$ cat config.mk
export PLATFORM = sky130hd
export DESIGN_NAME = ctrl_top
export DESIGN_NICKNAME = d
export VERILOG_FILES = /design/src/design/ctrl_pkg.sv /design/src/design/ctrl_ifs.sv /design/src/design/ctrl_uart.sv /design/src/design/ctrl_spi.sv /design/src/design/ctrl_regs.sv /design/src/design/ctrl_top.sv
export SDC_FILE = /design/constraint.sdc
export NUM_CORES = 1
export LEC_CHECK = 0
export ABC_AREA = 1
export BUFFER_PORTS_ARGS = -buffer_cell sky130_fd_sc_hd__buf_4
export CORE_ASPECT_RATIO = 0.9
export CORE_MARGIN = 1
export CORE_UTILIZATION = 25
export DETAILED_ROUTE_END_ITERATION = 8
export HOLD_SLACK_MARGIN = 0.05
export MAX_ROUTING_LAYER = met4
export SYNTH_ARGS = -nofsm -noshare
export SYNTH_HDL_FRONTEND = slang
export SYNTH_SLANG_ARGS = --single-unit
$ cat constraint.sdc
create_clock -name clk -period 4.3 [get_ports clk]
set_clock_uncertainty 0.05 [all_clocks]
set_input_delay 0.43 -clock clk [delete_from_list [all_inputs] [get_ports clk]]
set_output_delay 0.43 -clock clk [all_outputs]
set_load 0.01 [all_outputs]
$ cat src/design/ctrl_pkg.sv
////////////////////////////////////////
// Widths, register map and types shared by the control block
// Register offsets are word offsets taken from adr[5:2]
////////////////////////////////////////
package ctrl_pkg;

  // qmem bus widths
  localparam int QAW = 22;
  localparam int QDW = 32;
  localparam int QSW = QDW / 8;

  // Word offsets in the register window
  typedef enum logic [3:0] {
    REG_RST       = 4'h0,
    REG_CTRL      = 4'h1,
    REG_SYS_STAT  = 4'h2,
    REG_UART_TX   = 4'h3,
    REG_UART_RX   = 4'h4,
    REG_UART_STAT = 4'h5,
    REG_TIMER     = 4'h6,
    REG_SPI_DIV   = 4'h7,
    REG_SPI_CS    = 4'h8,
    REG_SPI_DAT   = 4'h9,
    REG_SPI_BLOCK = 4'ha
  } reg_addr_e;

  // UART status nibble, msb first
  typedef struct packed {
    logic tx_ready;
    logic rx_ready;
    logic rx_miss;
    logic rx_valid;
  } uart_stat_t;

  // SPI byte engine
  typedef enum logic [1:0] {
    SPI_IDLE,
    SPI_SHIFT,
    // One extra divider period after the last rising edge
    SPI_TAIL
  } spi_state_e;

endpackage

$ cat src/design/ctrl_ifs.sv
////////////////////////////////////////
// Bus interfaces inside the control block
// All strobes are single-cycle and synchronous to clk
////////////////////////////////////////
`timescale 1ns/1ps

// qmem bus, plain cs/we level handshake
interface qmem_if import ctrl_pkg::*; ();
  logic [QAW-1:0] adr;
  logic           cs;
  logic           we;
  logic [QSW-1:0] sel;
  logic [QDW-1:0] dat_w;
  logic [QDW-1:0] dat_r;
  logic           ack;

  modport master (output adr, cs, we, sel, dat_w, input dat_r, ack);
  modport slave  (input adr, cs, we, sel, dat_w, output dat_r, ack);
endinterface

// Register block to UART
interface uart_if import ctrl_pkg::*; ();
  logic       tx_start;
  logic [7:0] tx_data;
  logic       rx_read;
  logic       stat_read;
  logic       tx_ready;
  logic [7:0] rx_data;
  uart_stat_t stat;

  modport regs   (output tx_start, tx_data, rx_read, stat_read,
                  input tx_ready, rx_data, stat);
  modport device (input tx_start, tx_data, rx_read, stat_read,
                  output tx_ready, rx_data, stat);
endinterface

// Register block to SPI engine
interface spi_if import ctrl_pkg::*; ();
  logic           div_wr;
  logic           cs_wr;
  logic           dat_wr;
  logic           block_wr;
  logic [QDW-1:0] wdata;
  logic           busy;
  logic [5:0]     div_val;
  logic [7:0]     rx_byte;

  modport regs   (output div_wr, cs_wr, dat_wr, block_wr, wdata,
                  input busy, div_val, rx_byte);
  modport device (input div_wr, cs_wr, dat_wr, block_wr, wdata,
                  output busy, div_val, rx_byte);
endinterface

$ cat src/design/ctrl_uart.sv
////////////////////////////////////////
// 8N1 UART, TX_DIV clocks per bit, RX_DIV clocks per 1/16 bit
// No FIFOs; tx_start must only come while tx_ready is high
////////////////////////////////////////
`timescale 1ns/1ps

module ctrl_uart import ctrl_pkg::*; #(
  parameter int TX_DIV = 434,
  parameter int RX_DIV = 27
) (
  input  logic   clk,
  input  logic   rst,
  uart_if.device ctl,
  output logic   txd,
  input  logic   rxd
);

  localparam int TW = (TX_DIV > 1) ? $clog2(TX_DIV) : 1;
  localparam int RW = (RX_DIV > 1) ? $clog2(RX_DIV) : 1;

  // Transmitter
  logic [3:0]    tx_cnt;
  logic [TW-1:0] tx_timer;
  logic [9:0]    tx_reg;
  logic          tx_ready;

  // Receiver
  logic [1:0]    rxd_sync;
  logic          rxd_bit;
  logic          rx_start;
  logic [RW-1:0] rx_div_cnt;
  logic          rx_tick;
  logic [3:0]    rx_os_cnt;
  logic          rx_sample;
  logic [3:0]    rx_bit_cnt;
  logic [9:0]    rx_recv;
  logic          rx_last;
  logic          rx_good;
  logic [7:0]    rx_data;
  logic          rx_valid;
  logic          rx_miss;

  ////////////////////////////////////////
  // Transmit
  ////////////////////////////////////////

  assign tx_ready = (tx_cnt == 4'd0) && (tx_timer == '0);

  // Bit timer and remaining bit count
  always_ff @(posedge clk or posedge rst) begin
    if (rst) begin
      tx_cnt   <= 4'd0;
      tx_timer <= '0;
    end else if (ctl.tx_start) begin
      tx_cnt   <= 4'd9;
      tx_timer <= TW'(TX_DIV - 1);
    end else if (tx_timer != '0) begin
      tx_timer <= tx_timer - 1'b1;
    end else if (tx_cnt != 4'd0) begin
      tx_cnt   <= tx_cnt - 4'd1;
      tx_timer <= TW'(TX_DIV - 1);
    end
  end

  // Stop, data lsb first, start; ones shift in behind
  always_ff @(posedge clk or posedge rst) begin
    if (rst) begin
      tx_reg <= '1;
    end else if (ctl.tx_start) begin
      tx_reg <= {1'b1, ctl.tx_data, 1'b0};
    end else if (tx_timer == '0) begin
      tx_reg <= {1'b1, tx_reg[9:1]};
    end
  end

  assign txd = tx_reg[0];

  ////////////////////////////////////////
  // Receive
  ////////////////////////////////////////

  // Two-flop sync plus one delay for edge detect
  always_ff @(posedge clk or posedge rst) begin
    if (rst) begin
      rxd_sync <= 2'b11;
      rxd_bit  <= 1'b1;
    end else begin
      rxd_sync <= {rxd_sync[0], rxd};
      rxd_bit  <= rxd_sync[1];
    end
  end

  // Falling edge while idle starts a frame
  assign rx_start  = rxd_bit && !rxd_sync[1] && (rx_bit_cnt == 4'd0);
  assign rx_tick   = (rx_div_cnt == '0);
  // Middle of each bit, 1/16 position 8
  assign rx_sample = rx_tick && (rx_os_cnt == 4'd8) && (rx_bit_cnt != 4'd0);
  assign rx_good   = rx_last && rx_recv[9];

  // 1/16 bit divider
  always_ff @(posedge clk or posedge rst) begin
    if (rst) begin
      rx_div_cnt <= RW'(RX_DIV - 1);
    end else if (rx_start || rx_tick) begin
      rx_div_cnt <= RW'(RX_DIV - 1);
    end else if (rx_bit_cnt != 4'd0) begin
      rx_div_cnt <= rx_div_cnt - 1'b1;
    end
  end

  // Oversample phase
  always_ff @(posedge clk or posedge rst) begin
    if (rst) begin
      rx_os_cnt <= 4'hf;
    end else if (rx_start) begin
      rx_os_cnt <= 4'hf;
    end else if (rx_tick) begin
      rx_os_cnt <= rx_os_cnt - 4'd1;
    end
  end

  // Start, 8 data, stop
  always_ff @(posedge clk or posedge rst) begin
    if (rst) begin
      rx_bit_cnt <= 4'd0;
      rx_last    <= 1'b0;
    end else begin
      rx_last <= rx_sample && (rx_bit_cnt == 4'd1);
      if (rx_start) begin
        rx_bit_cnt <= 4'd10;
      end else if (rx_sample) begin
        rx_bit_cnt <= rx_bit_cnt - 4'd1;
      end
    end
  end

  always_ff @(posedge clk) begin
    if (rx_sample) begin
      rx_recv <= {rxd_bit, rx_recv[9:1]};
    end
    // Keep the byte only when framed by a high stop bit
    if (rx_good) begin
      rx_data <= rx_recv[8:1];
    end
  end

  // Valid until the data register is read
  always_ff @(posedge clk or posedge rst) begin
    if (rst) begin
      rx_valid <= 1'b0;
    end else if (rx_good) begin
      rx_valid <= 1'b1;
    end else if (ctl.rx_read) begin
      rx_valid <= 1'b0;
    end
  end

  // Overrun, cleared by a status read
  always_ff @(posedge clk or posedge rst) begin
    if (rst) begin
      rx_miss <= 1'b0;
    end else if (rx_good && rx_valid) begin
      rx_miss <= 1'b1;
    end else if (ctl.stat_read) begin
      rx_miss <= 1'b0;
    end
  end

  assign ctl.tx_ready = tx_ready;
  assign ctl.rx_data  = rx_data;
  assign ctl.stat     = '{tx_ready: tx_ready,
                          rx_ready: (rx_bit_cnt == 4'd0),
                          rx_miss:  rx_miss,
                          rx_valid: rx_valid};

endmodule

$ cat src/design/ctrl_spi.sv
////////////////////////////////////////
// SPI master, mode 3, msb first; each half period is div+1 clocks
// Writes other than cs must only arrive while idle
////////////////////////////////////////
`timescale 1ns/1ps

module ctrl_spi import ctrl_pkg::*; #(
  parameter int SPI_DIV_RST = 62
) (
  input  logic       clk,
  input  logic       rst,
  spi_if.device      ctl,
  output logic [3:0] cs_n,
  output logic       sclk,
  output logic       mosi,
  input  logic       miso
);

  spi_state_e state;
  logic [5:0] div_r;
  logic [5:0] div_cnt;
  // Odd values are clock high, 15 is idle
  logic [3:0] edge_cnt;
  logic [9:0] block;
  logic [7:0] sh_out;
  logic [7:0] sh_in;
  logic       first_byte;
  logic       step;
  logic [3:0] cs_mask;
  logic [3:0] cs_val;

  // One half period elapsed
  assign step    = (state == SPI_SHIFT) && (div_cnt == 6'd0);
  assign cs_mask = ctl.wdata[7:4];
  assign cs_val  = ctl.wdata[3:0];

  // Chip selects, active low
  // Nonzero mask touches only the masked bits
  always_ff @(posedge clk or posedge rst) begin
    if (rst) begin
      cs_n <= 4'b1111;
    end else if (ctl.cs_wr) begin
      if (cs_mask != 4'd0) begin
        cs_n <= (cs_mask & ~cs_val) | (~cs_mask & cs_n);
      end else begin
        cs_n <= ~cs_val;
      end
    end
  end

  always_ff @(posedge clk or posedge rst) begin
    if (rst) begin
      div_r <= 6'(SPI_DIV_RST);
    end else if (ctl.div_wr) begin
      div_r <= ctl.wdata[5:0];
    end
  end

  ////////////////////////////////////////
  // Byte engine
  ////////////////////////////////////////

  always_ff @(posedge clk or posedge rst) begin
    if (rst) begin
      state      <= SPI_IDLE;
      div_cnt    <= 6'd0;
      edge_cnt   <= 4'hf;
      block      <= 10'd0;
      first_byte <= 1'b0;
    end else begin
      if (ctl.block_wr) begin
        block <= ctl.wdata[9:0];
      end
      case (state)
        SPI_IDLE: begin
          if (ctl.dat_wr) begin
            state      <= SPI_SHIFT;
            div_cnt    <= div_r;
            first_byte <= 1'b1;
          end
        end
        SPI_SHIFT: begin
          if (div_cnt != 6'd0) begin
            div_cnt <= div_cnt - 6'd1;
          end else begin
            div_cnt    <= div_r;
            edge_cnt   <= edge_cnt - 4'd1;
            first_byte <= 1'b0;
            // Last rising edge of a byte, chain or finish
            if (edge_cnt == 4'd0) begin
              if (block != 10'd0) begin
                block <= block - 10'd1;
              end else begin
                state <= SPI_TAIL;
              end
            end
          end
        end
        SPI_TAIL: begin
          if (div_cnt != 6'd0) begin
            div_cnt <= div_cnt - 6'd1;
          end else begin
            state <= SPI_IDLE;
          end
        end
        default: state <= SPI_IDLE;
      endcase
    end
  end

  // Out on falling edges; msb already present before the first one
  // Chained bytes shift in ones, so they send 0xff
  always_ff @(posedge clk or posedge rst) begin
    if (rst) begin
      sh_out <= 8'hff;
    end else if (ctl.dat_wr) begin
      sh_out <= ctl.wdata[7:0];
    end else if (step && edge_cnt[0] && !first_byte) begin
      sh_out <= {sh_out[6:0], 1'b1};
    end
  end

  // In on rising edges
  always_ff @(posedge clk) begin
    if (step && !edge_cnt[0]) begin
      sh_in <= {sh_in[6:0], miso};
    end
  end

  assign sclk        = edge_cnt[0];
  assign mosi        = sh_out[7];
  assign ctl.busy    = (state != SPI_IDLE);
  assign ctl.div_val = div_r;
  assign ctl.rx_byte = sh_in;

endmodule

$ cat src/design/ctrl_regs.sv
////////////////////////////////////////
// qmem register block; ack is combinational on adr, sel is ignored
// Read data is captured at the accepted edge, unmapped offsets read 0
////////////////////////////////////////
`timescale 1ns/1ps

module ctrl_regs import ctrl_pkg::*; #(
  parameter int TX_DIV      = 434,
  parameter int RX_DIV      = 27,
  parameter int TIMER_DIV   = 50000,
  parameter int SPI_DIV_RST = 62
) (
  input  logic       clk,
  input  logic       rst,
  qmem_if.slave      bus,
  input  logic [3:0] ctrl_cfg,
  input  logic [3:0] sys_status,
  output logic       sys_rst,
  output logic       core_rst,
  output logic       cpu_rst,
  output logic [3:0] ctrl_status,
  output logic       uart_txd,
  input  logic       uart_rxd,
  output logic [3:0] spi_cs_n,
  output logic       spi_clk,
  output logic       spi_do,
  input  logic       spi_di
);

  // Prescaler width, holds TIMER_DIV-1
  localparam int PW = (TIMER_DIV > 1) ? $clog2(TIMER_DIV) : 1;

  uart_if uart_bus ();
  spi_if  spi_bus ();

  reg_addr_e      off;
  logic           acc;
  logic           wr_acc;
  logic           wr_rst;
  logic           wr_ctrl;
  logic           wr_timer;
  logic [QDW-1:0] rd_data;
  logic [PW-1:0]  pre_timer;
  logic [15:0]    timer;

  ////////////////////////////////////////
  // Decode and strobes
  ////////////////////////////////////////

  assign off    = reg_addr_e'(bus.adr[5:2]);
  // Accepted cycle
  assign acc    = bus.cs && bus.ack;
  assign wr_acc = acc && bus.we;

  assign wr_rst   = wr_acc && (off == REG_RST);
  assign wr_ctrl  = wr_acc && (off == REG_CTRL);
  assign wr_timer = wr_acc && (off == REG_TIMER);

  // UART side
  assign uart_bus.tx_start  = wr_acc && (off == REG_UART_TX);
  assign uart_bus.tx_data   = bus.dat_w[7:0];
  // Read side effects fire on any accepted access
  assign uart_bus.rx_read   = acc && (off == REG_UART_RX);
  assign uart_bus.stat_read = acc && (off == REG_UART_STAT);

  // SPI side
  assign spi_bus.div_wr   = wr_acc && (off == REG_SPI_DIV);
  assign spi_bus.cs_wr    = wr_acc && (off == REG_SPI_CS);
  assign spi_bus.dat_wr   = wr_acc && (off == REG_SPI_DAT);
  assign spi_bus.block_wr = wr_acc && (off == REG_SPI_BLOCK);
  assign spi_bus.wdata    = bus.dat_w;

  // Hold off TX while framing, SPI while engine runs
  always_comb begin
    case (off)
      REG_UART_TX:   bus.ack = uart_bus.tx_ready;
      REG_SPI_DIV,
      REG_SPI_CS,
      REG_SPI_DAT,
      REG_SPI_BLOCK: bus.ack = !spi_bus.busy;
      default:       bus.ack = 1'b1;
    endcase
  end

  ////////////////////////////////////////
  // Reset and control registers
  ////////////////////////////////////////

  always_ff @(posedge clk or posedge rst) begin
    if (rst) begin
      sys_rst  <= 1'b0;
      core_rst <= 1'b0;
      cpu_rst  <= 1'b0;
    end else if (wr_rst) begin
      sys_rst  <= bus.dat_w[0];
      core_rst <= bus.dat_w[1];
      cpu_rst  <= bus.dat_w[2];
    end
  end

  // Status leds in bits 19:16
  always_ff @(posedge clk or posedge rst) begin
    if (rst) begin
      ctrl_status <= 4'd0;
    end else if (wr_ctrl) begin
      ctrl_status <= bus.dat_w[19:16];
    end
  end

  ////////////////////////////////////////
  // Timer
  ////////////////////////////////////////

  // Write loads both counter and prescaler
  always_ff @(posedge clk or posedge rst) begin
    if (rst) begin
      pre_timer <= PW'(TIMER_DIV - 1);
      timer     <= 16'd0;
    end else if (wr_timer) begin
      pre_timer <= PW'(TIMER_DIV - 1);
      timer     <= bus.dat_w[15:0];
    end else if (pre_timer == '0) begin
      // One tick per TIMER_DIV clocks
      pre_timer <= PW'(TIMER_DIV - 1);
      timer     <= timer + 16'd1;
    end else begin
      pre_timer <= pre_timer - 1'b1;
    end
  end

  ////////////////////////////////////////
  // Read path
  ////////////////////////////////////////

  always_comb begin
    case (off)
      REG_CTRL:      rd_data = {28'd0, ctrl_cfg};
      REG_SYS_STAT:  rd_data = {28'd0, sys_status};
      REG_UART_RX:   rd_data = {24'd0, uart_bus.rx_data};
      REG_UART_STAT: rd_data = {28'd0, uart_bus.stat};
      REG_TIMER:     rd_data = {16'd0, timer};
      REG_SPI_DIV:   rd_data = {26'd0, spi_bus.div_val};
      REG_SPI_DAT:   rd_data = {24'd0, spi_bus.rx_byte};
      default:       rd_data = '0;
    endcase
  end

  // Status is captured before its clear takes effect
  always_ff @(posedge clk or posedge rst) begin
    if (rst) begin
      bus.dat_r <= '0;
    end else if (acc) begin
      bus.dat_r <= rd_data;
    end
  end

  ////////////////////////////////////////
  // Peripherals
  ////////////////////////////////////////

  ctrl_uart #(
    .TX_DIV (TX_DIV),
    .RX_DIV (RX_DIV)
  ) uart_i (
    .clk (clk),
    .rst (rst),
    .ctl (uart_bus.device),
    .txd (uart_txd),
    .rxd (uart_rxd)
  );

  ctrl_spi #(
    .SPI_DIV_RST (SPI_DIV_RST)
  ) spi_i (
    .clk  (clk),
    .rst  (rst),
    .ctl  (spi_bus.device),
    .cs_n (spi_cs_n),
    .sclk (spi_clk),
    .mosi (spi_do),
    .miso (spi_di)
  );

endmodule

$ cat src/design/ctrl_top.sv
////////////////////////////////////////
// Control block top with plain qmem ports
// Timing parameters are in clock cycles
////////////////////////////////////////
`timescale 1ns/1ps

module ctrl_top import ctrl_pkg::*; #(
  parameter int TX_DIV      = 434,
  parameter int RX_DIV      = 27,
  parameter int TIMER_DIV   = 50000,
  parameter int SPI_DIV_RST = 62
) (
  input  logic           clk,
  input  logic           rst,
  input  logic [QAW-1:0] adr,
  input  logic           cs,
  input  logic           we,
  input  logic [QSW-1:0] sel,
  input  logic [QDW-1:0] dat_w,
  output logic [QDW-1:0] dat_r,
  output logic           ack,
  input  logic [3:0]     ctrl_cfg,
  input  logic [3:0]     sys_status,
  output logic           sys_rst,
  output logic           core_rst,
  output logic           cpu_rst,
  output logic [3:0]     ctrl_status,
  output logic           uart_txd,
  input  logic           uart_rxd,
  output logic [3:0]     spi_cs_n,
  output logic           spi_clk,
  output logic           spi_do,
  input  logic           spi_di
);

  qmem_if bus_i ();

  // Plain ports onto the bus interface
  assign bus_i.adr   = adr;
  assign bus_i.cs    = cs;
  assign bus_i.we    = we;
  assign bus_i.sel   = sel;
  assign bus_i.dat_w = dat_w;
  assign dat_r       = bus_i.dat_r;
  assign ack         = bus_i.ack;

  ctrl_regs #(
    .TX_DIV      (TX_DIV),
    .RX_DIV      (RX_DIV),
    .TIMER_DIV   (TIMER_DIV),
    .SPI_DIV_RST (SPI_DIV_RST)
  ) regs_i (
    .clk         (clk),
    .rst         (rst),
    .bus         (bus_i.slave),
    .ctrl_cfg    (ctrl_cfg),
    .sys_status  (sys_status),
    .sys_rst     (sys_rst),
    .core_rst    (core_rst),
    .cpu_rst     (cpu_rst),
    .ctrl_status (ctrl_status),
    .uart_txd    (uart_txd),
    .uart_rxd    (uart_rxd),
    .spi_cs_n    (spi_cs_n),
    .spi_clk     (spi_clk),
    .spi_do      (spi_do),
    .spi_di      (spi_di)
  );

endmodule

After elaboration in Yosys (flattened, before gate mapping)
Index checks and enable logic that the tools add are counted.
{ "totals": {"reg_bits": 180, "out_inout_bits": 47} }
{ "op_classes": {"n_eq_ne": 21, "mux": 45, "add_sub_neg": 10, "bitwise_logic": 6, "reduce_logical": 63} }
{ "op_table": {"columns": ["cell", "count"], "rows": [
  ["$pmux 16 s7", 1],
  ["$mux 10", 7],
  ["$mux 16", 4],
  ["$mux 4", 8],
  ["$mux 9", 3],
  ["$logic_and 1x1->1", 24],
  ["$reduce_bool 2->1", 11],
  ["$mux 6", 3],
  ["$pmux 6 s3", 1],
  ["$add 16x1->16 const B", 1],
  ["$eq 4x3->1 const B", 4],
  ["$eq 4x4->1 const B", 4],
  ["$logic_not 16->1", 1],
  ["$logic_not 4->1", 4],
  ["$mux 8", 2],
  ["$sub 16x1->16 const B", 1],
  ["$sub 4x1->4 const B", 4],
  ["$reduce_bool 4->1", 3],
  ["$mux 2", 5],
  ["$mux 5", 2],
  ["$reduce_bool 10->1", 1],
  ["$sub 10x1->10 const B", 1],
  ["$logic_not 9->1", 1],
  ["$reduce_bool 9->1", 1],
  ["27 further kinds", 48]
]} }

Depth between registers and ports, before layout
{ "logic_depth": {"word_depth": 11, "depth_mapped": 16, "ltp_nobuf": 15} }

Hierarchy
Synthesis repeated with hierarchy kept, for this count alone.
{ "hier_totals": {"hier_cells": 1043, "hier_area_um2": 8790.9} }
{ "modules_own_cells": {"columns": ["module", "instances", "area_per_inst_um2", "cells_per_inst"], "rows": [
  ["ctrl_regs", 1, 3514.6, 474],
  ["ctrl_uart", 1, 2706.3, 271],
  ["ctrl_spi", 1, 2570.0, 298]
]} }

Worst setup path before layout
OpenSTA, ideal clock, no wires.
{ "synth_path": {"path_type": "register to register", "start": "reg regs_i.spi_i.state[1]", "end": "reg regs_i.spi_i.edge_cnt[3]", "setup_slack_ns": 2.375, "period_less_slack_ns": 1.925, "n_path_buf": 0, "stages_incl_launch_ff": 9, "setup_ns": 0.081, "arrival_time_ns": 1.794, "cell_sequence": "dfrtp_1 inv_1 ha_1 inv_1 nor2_2 inv_1 nor2_1 nand3_1 xor2_1"} }
{ "synth_via": {"elab_chain_cells": 2} }
{ "synth_rtl": {"columns": ["item", "line_no", "text"], "rows": [
  ["from (decl)", "ctrl_spi.sv:19", "spi_state_e state;"],
  ["from (signal assigned)", "ctrl_spi.sv:65", "state <= SPI_IDLE;"],
  ["from (signal assigned)", "ctrl_spi.sv:77", "state <= SPI_SHIFT;"],
  ["from (signal assigned)", "ctrl_spi.sv:94", "state <= SPI_TAIL;"],
  ["$eq 2x1->1", "ctrl_spi.sv:74", "case (state)"],
  ["$reduce_and 2->1 (no source line)", null, null],
  ["to (signal assigned)", "ctrl_spi.sv:87", "edge_cnt <= edge_cnt - 4'd1;"],
  ["to (decl)", "ctrl_spi.sv:23", "logic [3:0] edge_cnt;"]
]} }
Every way passes these cells.
A chain may end at the register's enable or synchronous reset.

Worst setup path after layout
{ "layout_path": {"start": "reg regs_i.uart_i.tx_timer[0]", "end": "reg regs_i.bus.dat_r[3]"} }
{ "layout_via": {"elab_chain_cells": 4, "elab_cells_between_ends": 5, "cone_classes": "mux: 2; reduce/logical: 3"} }
{ "layout_rtl": {"columns": ["item", "line_no", "text"], "rows": [
  ["from (decl)", "ctrl_uart.sv:23", "logic [TW-1:0] tx_timer;"],
  ["from (signal assigned)", "ctrl_uart.sv:56", "tx_timer <= TW'(TX_DIV - 1);"],
  ["from (signal assigned)", "ctrl_uart.sv:58", "tx_timer <= tx_timer - 1'b1;"],
  ["from (signal assigned)", "ctrl_uart.sv:61", "tx_timer <= TW'(TX_DIV - 1);"],
  ["$logic_not 9->1 (*)", "ctrl_uart.sv:47", "assign tx_ready = (tx_cnt == 4'd0) && (tx_timer == '0);"],
  ["$logic_and 1x1->1 (*)", "ctrl_uart.sv:47", null],
  ["$pmux 1 s2", "ctrl_regs.sv:75", "case (off)"],
  ["$logic_and 1x1->1", "ctrl_regs.sv:52", "assign acc = bus.cs && bus.ack;"],
  ["to (signal assigned)", "ctrl_regs.sv:153", "bus.dat_r <= rd_data;"],
  ["to (decl)", "ctrl_ifs.sv:18", "modport slave (input adr, cs, we, sel, dat_w, output dat_r, ack);"]
]} }
Mark *: on every way between the ends. The rest lies on a longest branch, timed or not.

==> impl_metrics.toml <==
[logic_synthesis]
synth_edf_count = 25
syn-mean-instance-area_um2 = 8.42
synth_cells = 1005
yosysWarnings = 0
synth_async_sr_flop_share_pct = 84.6
ys.flop_type = "dfrtp_1"
syn_area_um2 = 8460
netlist-cell-type-count = 45
ys_seq_area_share_pct = 50.1
ys_ff_latch = 162

[die]
core_area_um2 = 33100
die_area_um2 = 34600
dieWidth_um = 196
rows = 63
pin_count = 119
start_util_pct = 25.6
die_h_um = 177

[cts]
ctsResizeCount = 0
cts_tree = "done"
cts-buffers-inserted = 17
clk_pin_slew_ps = 60
post_cts_buffers = 0
cts.sink_count = 162
cts_max_level = 4
max-clock-path-buffers = 2
insertion_delay_ps = 430
clock_tree.root_cell = "clkbuf_16"

[global_route]
grt_overflow = 0
grt_pass1_vias = 6491
antenna_found_initial = 1
grt_max_degree = 88
grt_pass1_wl_mm = 33.4
grt_usage_pct = 12.8

[worst_setup_path]
worstRegToRegCells = 11
crit_path_start_kind = "flip-flop"
r2r_start = "regs_i.uart_i.tx_timer[0]"
worst_ep_required_time_ps = 4610
end_kind = "flip-flop"
worst_ep_arrival_time_ps = 2880
path_max_fanout = 29
startpoint = "regs_i.uart_i.tx_timer[0]"
critical_path_class = "reg2reg"

[layout]
largest_registers = "regs_i.bus.dat_r (16), regs_i.pre_timer (16), regs_i.timer (16)"
utilization_pct = 30.0
stdcell_count = 1515
design_area_um2 = 9940
drive_gt1_share_pct = 16.9
final_net_count = 1172
area_growth_syn_to_layout_pct = 17.5
fillers = 3533

[place]
dp.cells = 1481
portBuffers = 68
dp_hpwl_mm = 15.2
placed_area_um2 = 9370
dp_slack_ps = 1710
gp_congestion = 0.823

[drt]
viasPerCell = 4.46
ant_nets = 0
vias = 6761
drtPass1Iterations = 5
drt_wl_total_mm = 20.9
drc = 0
drtIter0Drc = 502
wl_per_cell_um = 13.8

[flow_run]
drv_cap = 0

[pwr]
power.total_mw = 5.11
ir_drop_mv = 0.251
leakage_nw = 4.75
powerDensity_nw_per_um2 = 514

[timing]
fin_crit_sh_pct = 59.6
slew_violations = 0
slew_headroom_pct = 30.7
setup_tns_ps = 0
layout_setup_ws_ps = 1740
whs_ps = 127
period_minus_slack_ps = 2560
rsz0062_at_grt = "no"
worst_pin_slew_ps = 1030
setup_viol = 0
hold_violations = 0
fmax_mhz = 390

[hold_path]
hp-class = "in2async"

[outcome]
status = "complete, no violations"
-- per-layer routing --
layer	wire, µm	track usage (%)	part of all wire (%)
met2	10000	20.8	48
met5	0	-	0
met3	838	2.77	4.0
met1	9550	15.6	46
met4	458	4.46	2.2
-- placed cells by master, fill, tap and decap left out, types with 15 or more instances in the layout --
cell / count
clkbuf_16: 17
a21oi_1: 15
nand2_1: 259
conb_1: 16
dfstp_2: 49
nand3_1: 134
nor2_1: 77
edfxtp_1: 25
o21ai_0: 29
dfrtp_1: 88
ha_1: 21
inv_1: 121
xor2_1: 33
buf_4: 73
-- cells by family (layout without fill, tap and decap cells) --
logic type      Yosys count  in the layout  synth area share (%)
simple gates            525            525                  27.5
buf+inv                 167            239                  8.66
flops                   162            162                  50.1
compound gates           89             89                  6.43
xor+xnor                 40             40                  4.14
fa+ha+maj                21             21                  3.11
other cells               1             17                0.0443
-- report_power, final --
group | switching (mW) | internal, mW | total, mW
logic | 0.851 | 0.535 | 1.39
clock network | 0.671 | 0.797 | 1.47
registers | 0.263 | 1.99 | 2.26
-- synth_stat cells (all sizes together), types with 4 or more instances --
cell type  count  area share [%]
or2            4            0.30
nand4         13             1.0
nand3b         5            0.44
o2111ai        6            0.62
dfstp         49              15
o211ai         5            0.44
ha            21             3.1
xor2          33             3.4
nand3        137             8.4
o31ai          8            0.71
xnor2          7            0.72
nor3          15             1.0
o22ai          6            0.44
nor2          82             3.8
edfxtp        25             8.9
inv          130             5.8
o21ai         40             2.4
nand2        265              12
buf           29             2.5
clkbuf         5            0.22
a21oi         15            0.89
a221oi         7            0.72
dfrtp         88              26
-- what timing repair did --
item	4_1_cts	5_1_grt
hold buffers	1	0
hold endpoints to repair	1	0
setup endpoints to repair	0	0
-- critical path, stage by stage, from the launching register on --
cell and delay (ps):
dfrtp_1 400, inv_1 140, ha_1 190, nand3_1 90
nor2_2 90, buf_4 200, nand3_2 110, nand2_4 120
nand2_1 550, inv_1 370, nand2_1 120, nand2_1 70
-- area by class of cell --
type | count | area, µm² | share of cell area (%)
multi-input combinational | 691 | 3540 | 35.6
timing repair buffer | 74 | 558 | 5.61
antenna | 1 | 2.50 | 0.0252
clock inverter | 12 | 93.8 | 0.944
clock buffer | 20 | 467 | 4.69
tap | 422 | 528 | 5.31
inverter | 133 | 510 | 5.13
sequential | 162 | 4240 | 42.6
-- worst paths after layout --
path	to	slack (ps)
min in group clk	regs_i.spi_i.ctl.rx_byte[0]	140
setup / recovery	regs_i.bus.dat_r[3]	1740
hold / removal	regs_i.bus.dat_r[7]	130
hold reg to reg	regs_i.uart_i.rxd_sync[1]	310
max in group asynchronous	regs_i.spi_i.sh_out[4]	3140
setup reg to reg	regs_i.bus.dat_r[3]	1740
(Power assumes the default switching activity.)
